`src/rtl/stat_cfg.svh`:
```
`ifndef STAT_CFG_SVH
`define STAT_CFG_SVH

// --------------------
// Status bus widths
// --------------------
`define STAT_ADDR_W       8
`define STAT_DATA_W       32
`define STAT_INT_W        8

// --------------------
// Bridge structure
// --------------------
// Register stages in each direction
`define STAT_PIPE_STAGES  4
`define STAT_NUM_CHAN     3
// Implemented registers per channel target
`define STAT_NUM_REGS     16
// Target access delay in cycles
`define STAT_ACK_DELAY    3

// Request at top input to ack at top output
`define STAT_LATENCY      (2 * `STAT_PIPE_STAGES + `STAT_ACK_DELAY + 1)

`endif
```
`src/rtl/stat_pkg.sv`:
```
`default_nettype none

`include "stat_cfg.svh"

package stat_pkg;

  // --------------------
  // Status bus request
  // --------------------
  // At most one of wr and rd is high, for a single cycle
  typedef struct packed {
    logic                    wr;
    logic                    rd;
    logic [`STAT_ADDR_W-1:0] addr;
    logic [`STAT_DATA_W-1:0] wdata;
  } stat_req_t;

  // --------------------
  // Status bus response
  // --------------------
  // All zeros except in the ack cycle
  typedef struct packed {
    logic                    ack;
    logic [`STAT_INT_W-1:0]  intr;
    logic [`STAT_DATA_W-1:0] rdata;
  } stat_rsp_t;

endpackage

`default_nettype wire

```
`src/rtl/stat_bridge_top.sv`:
```
`default_nettype none

`include "stat_cfg.svh"

// Status bus bridge, one independent retimed channel per status port
module stat_bridge_top (
  input  logic                clk,
  input  logic                sync_rst_n,
  input  stat_pkg::stat_req_t stat_req [`STAT_NUM_CHAN],
  output stat_pkg::stat_rsp_t stat_rsp [`STAT_NUM_CHAN]
);

  for (genvar ch = 0; ch < `STAT_NUM_CHAN; ch++)
  begin : g_chan
    stat_pkg::stat_req_t req_q;
    stat_pkg::stat_rsp_t rsp_d;

    // --------------------
    // Request retiming
    // --------------------
    stat_pipe #(
      .T_PAYLOAD (stat_pkg::stat_req_t),
      .STAGES    (`STAT_PIPE_STAGES)
    ) u_req_pipe (
      .clk        (clk),
      .sync_rst_n (sync_rst_n),
      .din        (stat_req[ch]),
      .dout       (req_q)
    );

    // Local target with fixed access delay
    stat_ctrl_fsm u_ctrl (
      .clk        (clk),
      .sync_rst_n (sync_rst_n),
      .req        (req_q),
      .rsp        (rsp_d)
    );

    // --------------------
    // Response retiming
    // --------------------
    // Mirrors the request side so both directions see the same delay
    stat_pipe #(
      .T_PAYLOAD (stat_pkg::stat_rsp_t),
      .STAGES    (`STAT_PIPE_STAGES)
    ) u_rsp_pipe (
      .clk        (clk),
      .sync_rst_n (sync_rst_n),
      .din        (rsp_d),
      .dout       (stat_rsp[ch])
    );
  end

endmodule

`default_nettype wire

```
`src/rtl/stat_ctrl_fsm.sv`:
```
`default_nettype none

`include "stat_cfg.svh"

// Local status target control, stands in for the memory controller
module stat_ctrl_fsm (
  input  logic                clk,
  input  logic                sync_rst_n,
  input  stat_pkg::stat_req_t req,
  output stat_pkg::stat_rsp_t rsp
);

  typedef enum logic [1:0] {
    IDLE,
    WAIT,
    RESP
  } state_t;

  state_t                  state_q;
  state_t                  state_d;
  stat_pkg::stat_req_t     req_q;
  stat_pkg::stat_rsp_t     rsp_d;
  logic                    req_valid;
  logic                    start;
  logic                    done;
  logic                    access;
  logic [`STAT_DATA_W-1:0] rdata;
  logic [`STAT_INT_W-1:0]  intr;

  assign req_valid = req.wr || req.rd;
  // Requests outside IDLE break the bus protocol and are dropped
  assign start     = (state_q == IDLE) && req_valid;
  assign access    = (state_q == RESP);

  // --------------------
  // State register
  // --------------------
  always_comb
  begin
    state_d = state_q;
    case (state_q)
      IDLE: if (req_valid) state_d = WAIT;
      WAIT: if (done) state_d = RESP;
      RESP: state_d = IDLE;
      default: state_d = IDLE;
    endcase
  end

  always_ff @(posedge clk or negedge sync_rst_n)
  begin
    if (!sync_rst_n)
    begin
      state_q <= IDLE;
    end
    else
    begin
      state_q <= state_d;
    end
  end

  // Held request, only read while WAIT or RESP
  always_ff @(posedge clk)
  begin
    if (start)
    begin
      req_q <= req;
    end
  end

  // --------------------
  // Response
  // --------------------
  always_comb
  begin
    rsp_d = '0;
    if (access)
    begin
      rsp_d.ack   = 1'b1;
      rsp_d.intr  = intr;
      rsp_d.rdata = req_q.rd ? rdata : '0;
    end
  end

  always_ff @(posedge clk or negedge sync_rst_n)
  begin
    if (!sync_rst_n)
    begin
      rsp <= '0;
    end
    else
    begin
      rsp <= rsp_d;
    end
  end

  stat_timer u_timer (
    .clk        (clk),
    .sync_rst_n (sync_rst_n),
    .start      (start),
    .done       (done)
  );

  stat_regs u_regs (
    .clk        (clk),
    .sync_rst_n (sync_rst_n),
    .access     (access),
    .req        (req_q),
    .rdata      (rdata),
    .intr       (intr)
  );

endmodule

`default_nettype wire

```
`src/rtl/stat_regs.sv`:
```
`default_nettype none

`include "stat_cfg.svh"

// Per channel status register file behind the local target
module stat_regs (
  input  logic                    clk,
  input  logic                    sync_rst_n,
  input  logic                    access,
  input  stat_pkg::stat_req_t     req,
  output logic [`STAT_DATA_W-1:0] rdata,
  output logic [`STAT_INT_W-1:0]  intr
);

  localparam int IDX_W = $clog2(`STAT_NUM_REGS);

  logic [`STAT_DATA_W-1:0] regs_q [`STAT_NUM_REGS];
  logic [IDX_W-1:0]        idx;
  logic                    hit;
  logic                    wr_en;

  // --------------------
  // Address decode
  // --------------------
  // Addresses past the implemented range are silently dropped
  assign hit   = (req.addr < `STAT_NUM_REGS);
  assign idx   = req.addr[IDX_W-1:0];
  assign wr_en = access && req.wr && hit;

  always_ff @(posedge clk or negedge sync_rst_n)
  begin
    if (!sync_rst_n)
    begin
      for (int i = 0; i < `STAT_NUM_REGS; i++)
      begin
        regs_q[i] <= '0;
      end
    end
    else if (wr_en)
    begin
      regs_q[idx] <= req.wdata;
    end
  end

  // --------------------
  // Read side
  // --------------------
  assign rdata = hit ? regs_q[idx] : '0;

  // Register 0 low byte is the interrupt status
  // A write to it in this cycle is forwarded so the ack carries the new value
  always_comb
  begin
    if (wr_en && (idx == '0))
    begin
      intr = req.wdata[`STAT_INT_W-1:0];
    end
    else
    begin
      intr = regs_q[0][`STAT_INT_W-1:0];
    end
  end

endmodule

`default_nettype wire

```
`src/rtl/stat_timer.sv`:
```
`default_nettype none

`include "stat_cfg.svh"

// Access delay counter for the local status target
module stat_timer (
  input  logic clk,
  input  logic sync_rst_n,
  input  logic start,
  output logic done
);

  localparam int CNT_W = $clog2(`STAT_ACK_DELAY + 1);

  logic [CNT_W-1:0] cnt_q;

  // The start cycle is the first cycle of the delay, so the count
  // holds the cycles still to go after it
  always_ff @(posedge clk or negedge sync_rst_n)
  begin
    if (!sync_rst_n)
    begin
      cnt_q <= '0;
    end
    else if (start)
    begin
      cnt_q <= CNT_W'(`STAT_ACK_DELAY - 1);
    end
    else if (cnt_q != '0)
    begin
      cnt_q <= cnt_q - 1'b1;
    end
  end

  // One cycle pulse in the last cycle of the delay
  assign done = (cnt_q == CNT_W'(1));

endmodule

`default_nettype wire

```
`src/rtl/stat_pipe.sv`:
```
`default_nettype none

// Retiming chain for the status bus, one instance per direction
module stat_pipe #(
  parameter type T_PAYLOAD = logic,
  parameter int  STAGES    = 1
) (
  input  logic     clk,
  input  logic     sync_rst_n,
  input  T_PAYLOAD din,
  output T_PAYLOAD dout
);

  T_PAYLOAD stage_q [STAGES];

  // Every stage clears so no stray wr, rd or ack leaves after reset
  always_ff @(posedge clk or negedge sync_rst_n)
  begin
    if (!sync_rst_n)
    begin
      for (int i = 0; i < STAGES; i++)
      begin
        stage_q[i] <= '0;
      end
    end
    else
    begin
      stage_q[0] <= din;
      for (int i = 1; i < STAGES; i++)
      begin
        stage_q[i] <= stage_q[i-1];
      end
    end
  end

  assign dout = stage_q[STAGES-1];

endmodule

`default_nettype wire

```
`config.mk`:
```
export PLATFORM = sky130hd
export DESIGN_NAME = stat_bridge_top
export DESIGN_NICKNAME = d
export VERILOG_FILES = /design/src/rtl/stat_pkg.sv /design/src/rtl/stat_bridge_top.sv /design/src/rtl/stat_ctrl_fsm.sv /design/src/rtl/stat_regs.sv /design/src/rtl/stat_timer.sv /design/src/rtl/stat_pipe.sv
export VERILOG_INCLUDE_DIRS = /design/src /design/src/rtl
export SDC_FILE = /design/constraint.sdc
export NUM_CORES = 2
export LEC_CHECK = 0
export BUFFER_PORTS_ARGS = -buffer_cell sky130_fd_sc_hd__buf_4
export CAP_MARGIN = 25
export CORE_ASPECT_RATIO = 0.6
export CORE_UTILIZATION = 47
export DETAILED_ROUTE_END_ITERATION = 8
export GPL_ROUTABILITY_DRIVEN = 0
export SYNTH_ARGS = -nofsm -noshare
export SYNTH_HDL_FRONTEND = slang
export SYNTH_HIERARCHICAL = 1
export SYNTH_SLANG_ARGS = --single-unit
export TNS_END_PERCENT = 20
```
`constraint.sdc`:
```
create_clock -name clk -period 5.2 [get_ports clk]
set_clock_uncertainty 0.05 [all_clocks]
set_input_delay 0.78 -clock clk [delete_from_list [all_inputs] [get_ports clk]]
set_output_delay 0.78 -clock clk [all_outputs]
set_load 0.01 [all_outputs]
```
==> reports/qor.csv <==
metric,value,unit
Reg-to-Reg Start,g_chan[0].u_ctrl/req_q[38]$_DFFE_PP_,
internal power,34.9,mW
cell mode on critical path,buf_4,
slew at the pin with the worst max-slew slack,1.06,ns
Synth cell types,32,
Final ANT Viol Nets,0,
syn_area_per_cell,17.2,sq um
first-pass GRT wire length,367,mm
syn nets,6302,
Min-Delay Endpoint,g_chan[2].u_req_pipe/stage_q[142]$_DFF_PN0_,
Cell Pwr Density,386,mW/mm^2
Tot GR Track Use,21.3,%
vias in the first global route,55900,
"CP delay by family, top",simple AND/OR/NAND/NOR gates,
H-tree levels,5,
RR Endpoint,g_chan[0].u_ctrl/u_regs/regs_q[489]$_DFFE_PN0P_,
Worst Path Max Fanout,25,
leakage power,57.2,nW
final hold vios,0,
Post-Synthesis Cells,6168,
sw power,11.2,mW
critical path class,register to register,
Max Slew Vio Count,0,
crit path DAT,4.27,ns
switching share of power,24.2,%
Post-CTS Setup Inserts,0,
Post-CTS Resized,0,
total placed cells including tap cells,8875,
Clock Tree Buf Depth,4,
I/O Buffers,250,
Worst Path Buf+Inv,3,
CP Capture Type,register,
Relative slew margins,29.0,%
hold path startpoint,stat_req[16],
Fmax achieved,275,MHz
CTS Buf Count,267,
pin count of the biggest net entering global routing,208,
Mapped Area,0.106,sq mm
status,completed,
routed len/inst,25.3,microns
"flops & latches, synth",2793,
crit path time final,3.63,ns
drt total wl,239,mm
required time of the critical path,5.84,ns
Synth Warn #,6,
setup violators final,0,
DRT Pass-1 Iters,5,
RSZ-0062 raised after global routing,no,
top cell type's share of synthesized area,62.7,%
Worst-path clk slew,0.07,ns
Tot Pwr,46.0,mW
CTS sink cnt,2793,
peak supply drop,0.231,mV
total die area,0.228,sq mm
Core ar.,0.224,sq mm
Syn-to-layout area delta,12.2,%
total I/O pin count,251,
Critical Path Source Type,register,
Root Buffer,clkbuf_16,
drt via density,5.54,
max_cap viols,0,
DRC,0,
Nets,6412,
TritonCTS clock tree,yes,
vias,52500,
Congestion Overflow GR,0,
die span in y,370,microns
R2R setup slack,1.57,ns
clock network fraction of total power,42.5,%
synth top area cells,"dfrtp_1, mux2_2, mux4_2",
Reg2Reg Depth,6,
initial core utilization,47.6,%
sequential group share of total power,50.9,%
Synth area leader,dfrtp_1,
CP max-delay cell,nor4_4,
Critical Path Max Stage Delay,0.91,ns
Setup TNS,0,ns
row cnt,134,
Hold Crit Class,primary input to register,
Skew-Pair Late Insertion Delay,0.83,ns
die width,616,microns
hold_buf cts,123,
CP Cell Sequence,or4_1 > buf_4 > nor4_4 > buf_12 > buf_4 > mux2_2,
hpwl dp,137,mm
fin cells,9477,
Hold Crit Depth,1,
combinational power share,6.5,%
Initial DRC Count,3921,
Tcrit/Tclk final,69.8,%
sequential share of the synthesized area,66.3,%
layout cells sized above 1,41.9,%
initial antenna violation count,14,
## routing by layer
metal / up-vias / global-route usage (%) / routed length, microns
met5: - / 0 / 50
met4: 8 / 4.95 / 5220
met3: 332 / 4.67 / 15100
met2: 1213 / 29.6 / 101000
met1: 28800 / 34.1 / 118000
li1: 22100 / - / -
## per-stage QoR
stage                     instance area [sq um]  worst slack (ns)  utilization (%)  hold slack (ns)
final                                    119000              1.57             53.3           0.0635
after global placement                   109000              1.71             48.8            0.281
after CTS                                119000              1.62             53.3         0.000509
after floorplan                          106000              1.23                -            0.281
after detailed placement                 109000              1.64             48.8            0.285
after global routing                     119000              1.54             53.3           0.0138
## Yosys cell counts
| master | number |
|---|---|
| and3b_2 | 3 |
| edfxtp_1 | 126 |
| inv_1 | 6 |
| nand3_1 | 384 |
| or4_1 | 3 |
| buf_1 | 32 |
| buf_6 | 105 |
| and2_4 | 60 |
| mux2_4 | 30 |
| and2_2 | 6 |
| nand2b_1 | 18 |
| buf_4 | 249 |
| nor2b_1 | 9 |
| or2_2 | 6 |
| clkbuf_1 | 199 |
| nor3_1 | 6 |
| mux2_1 | 174 |
| mux2_2 | 1356 |
| and2_1 | 57 |
| nor2_1 | 12 |
| nand4_1 | 96 |
| nor4_4 | 48 |
| nand2_1 | 12 |
| buf_2 | 99 |
| dfrtp_1 | 2667 |
| nor4_1 | 3 |
| nor3b_1 | 3 |
| mux4_2 | 384 |
| a21o_1 | 3 |
| ha_1 | 6 |
| buf_12 | 3 |
| xor2_1 | 3 |
## layout make-up
cell class,instances,area (sq um)
Clock inverter,88,1010
Tap cell,2992,3740
Multi-Input combinational cell,2682,31400
Inverter,6,22.5
Antenna cell,8,20.0
Fill cell,17800,104000
Timing Repair Buffer,528,4820
Sequential cell,2793,70500
Clock buffer,380,7760
## how the worst max path moves through the flow
stage                                                  from                                               to  slack [ns]  cells after the start
global placement       g_chan[0].u_ctrl/req_q[38]$_DFFE_PP_               g_chan[0].u_ctrl/rsp[37]$_DFF_PN0_        1.71                      6
detailed placement     g_chan[0].u_ctrl/req_q[38]$_DFFE_PP_  g_chan[0].u_ctrl/u_regs/regs_q[489]$_DFFE_PN0P_        1.64                      6
floorplan           g_chan[0].u_ctrl/state_q[0]$_DFFE_PN0P_              g_chan[0].u_ctrl/req_q[0]$_DFFE_PP_        1.23                      1
CTS                    g_chan[0].u_ctrl/req_q[38]$_DFFE_PP_  g_chan[0].u_ctrl/u_regs/regs_q[489]$_DFFE_PN0P_        1.62                      6
global route           g_chan[0].u_ctrl/req_q[38]$_DFFE_PP_  g_chan[0].u_ctrl/u_regs/regs_q[489]$_DFFE_PN0P_        1.54                      6
finish                 g_chan[0].u_ctrl/req_q[38]$_DFFE_PP_  g_chan[0].u_ctrl/u_regs/regs_q[489]$_DFFE_PN0P_        1.57                      6
## sequential cells by signal, summed over array words and instances, names as in the netlist
signal and count:
g_chan.u_rsp_pipe/stage_q 369, g_chan.u_ctrl/u_regs/regs_q 1536, g_chan.u_ctrl/req_q 126, g_chan.u_ctrl/u_timer/cnt_q 6
g_chan.u_ctrl/rsp 123, g_chan.u_req_pipe/stage_q 378, g_chan.u_req_pipe/dout 126, g_chan.u_rsp_pipe/dout 123
g_chan.u_ctrl/state_q 6
## power by group through the flow
stage          Sequential (mW)  Clock [mW]  Combinational, mW
3_3_place_gp              23.8           0               2.92
4_1_cts                   23.4        20.1               3.05
6_report                  23.4        19.6               3.01
3_5_place_dp              23.8           0               2.97
5_1_grt                   23.5        21.0               3.26
2_1_floorplan             23.2           0               2.02
## kinds of logic after synthesis
kind of cell	synth area share [%]
buf+inv	4.23
mux	24.8
fa+ha+maj	0.0706
compound gates	0.0212
xor+xnor	0.0247
simple gates	4.60
flops	66.3
## cells in the final DEF (no fill, tap or decap), drive strengths merged
| cell type | netlist | routed |
|---|---|---|
| buf | 488 | 405 |
| a21o | 3 | 3 |
| dfrtp | 2667 | 2667 |
| nand2b | 18 | 18 |
| bufinv | 0 | 19 |
| dlygate4sd3 | 0 | 123 |
| nor2b | 9 | 9 |
| inv | 6 | 15 |
| edfxtp | 126 | 126 |
| nand4 | 96 | 96 |
| nand3 | 384 | 384 |
| nor4 | 51 | 51 |
| and2 | 123 | 123 |
| mux2 | 1560 | 1560 |
| nor2 | 12 | 12 |
| nor3 | 6 | 6 |
| clkbuf | 199 | 380 |
| or4 | 3 | 3 |
| clkinv | 0 | 52 |
| clkinvlp | 0 | 8 |
| xor2 | 3 | 3 |
| mux4 | 384 | 384 |
| nand2 | 12 | 12 |
| nor3b | 3 | 3 |
| ha | 6 | 6 |
| or2 | 6 | 6 |
| diode | 0 | 8 |
| and3b | 3 | 3 |
Note: power is estimated with default switching activity, not from simulation.
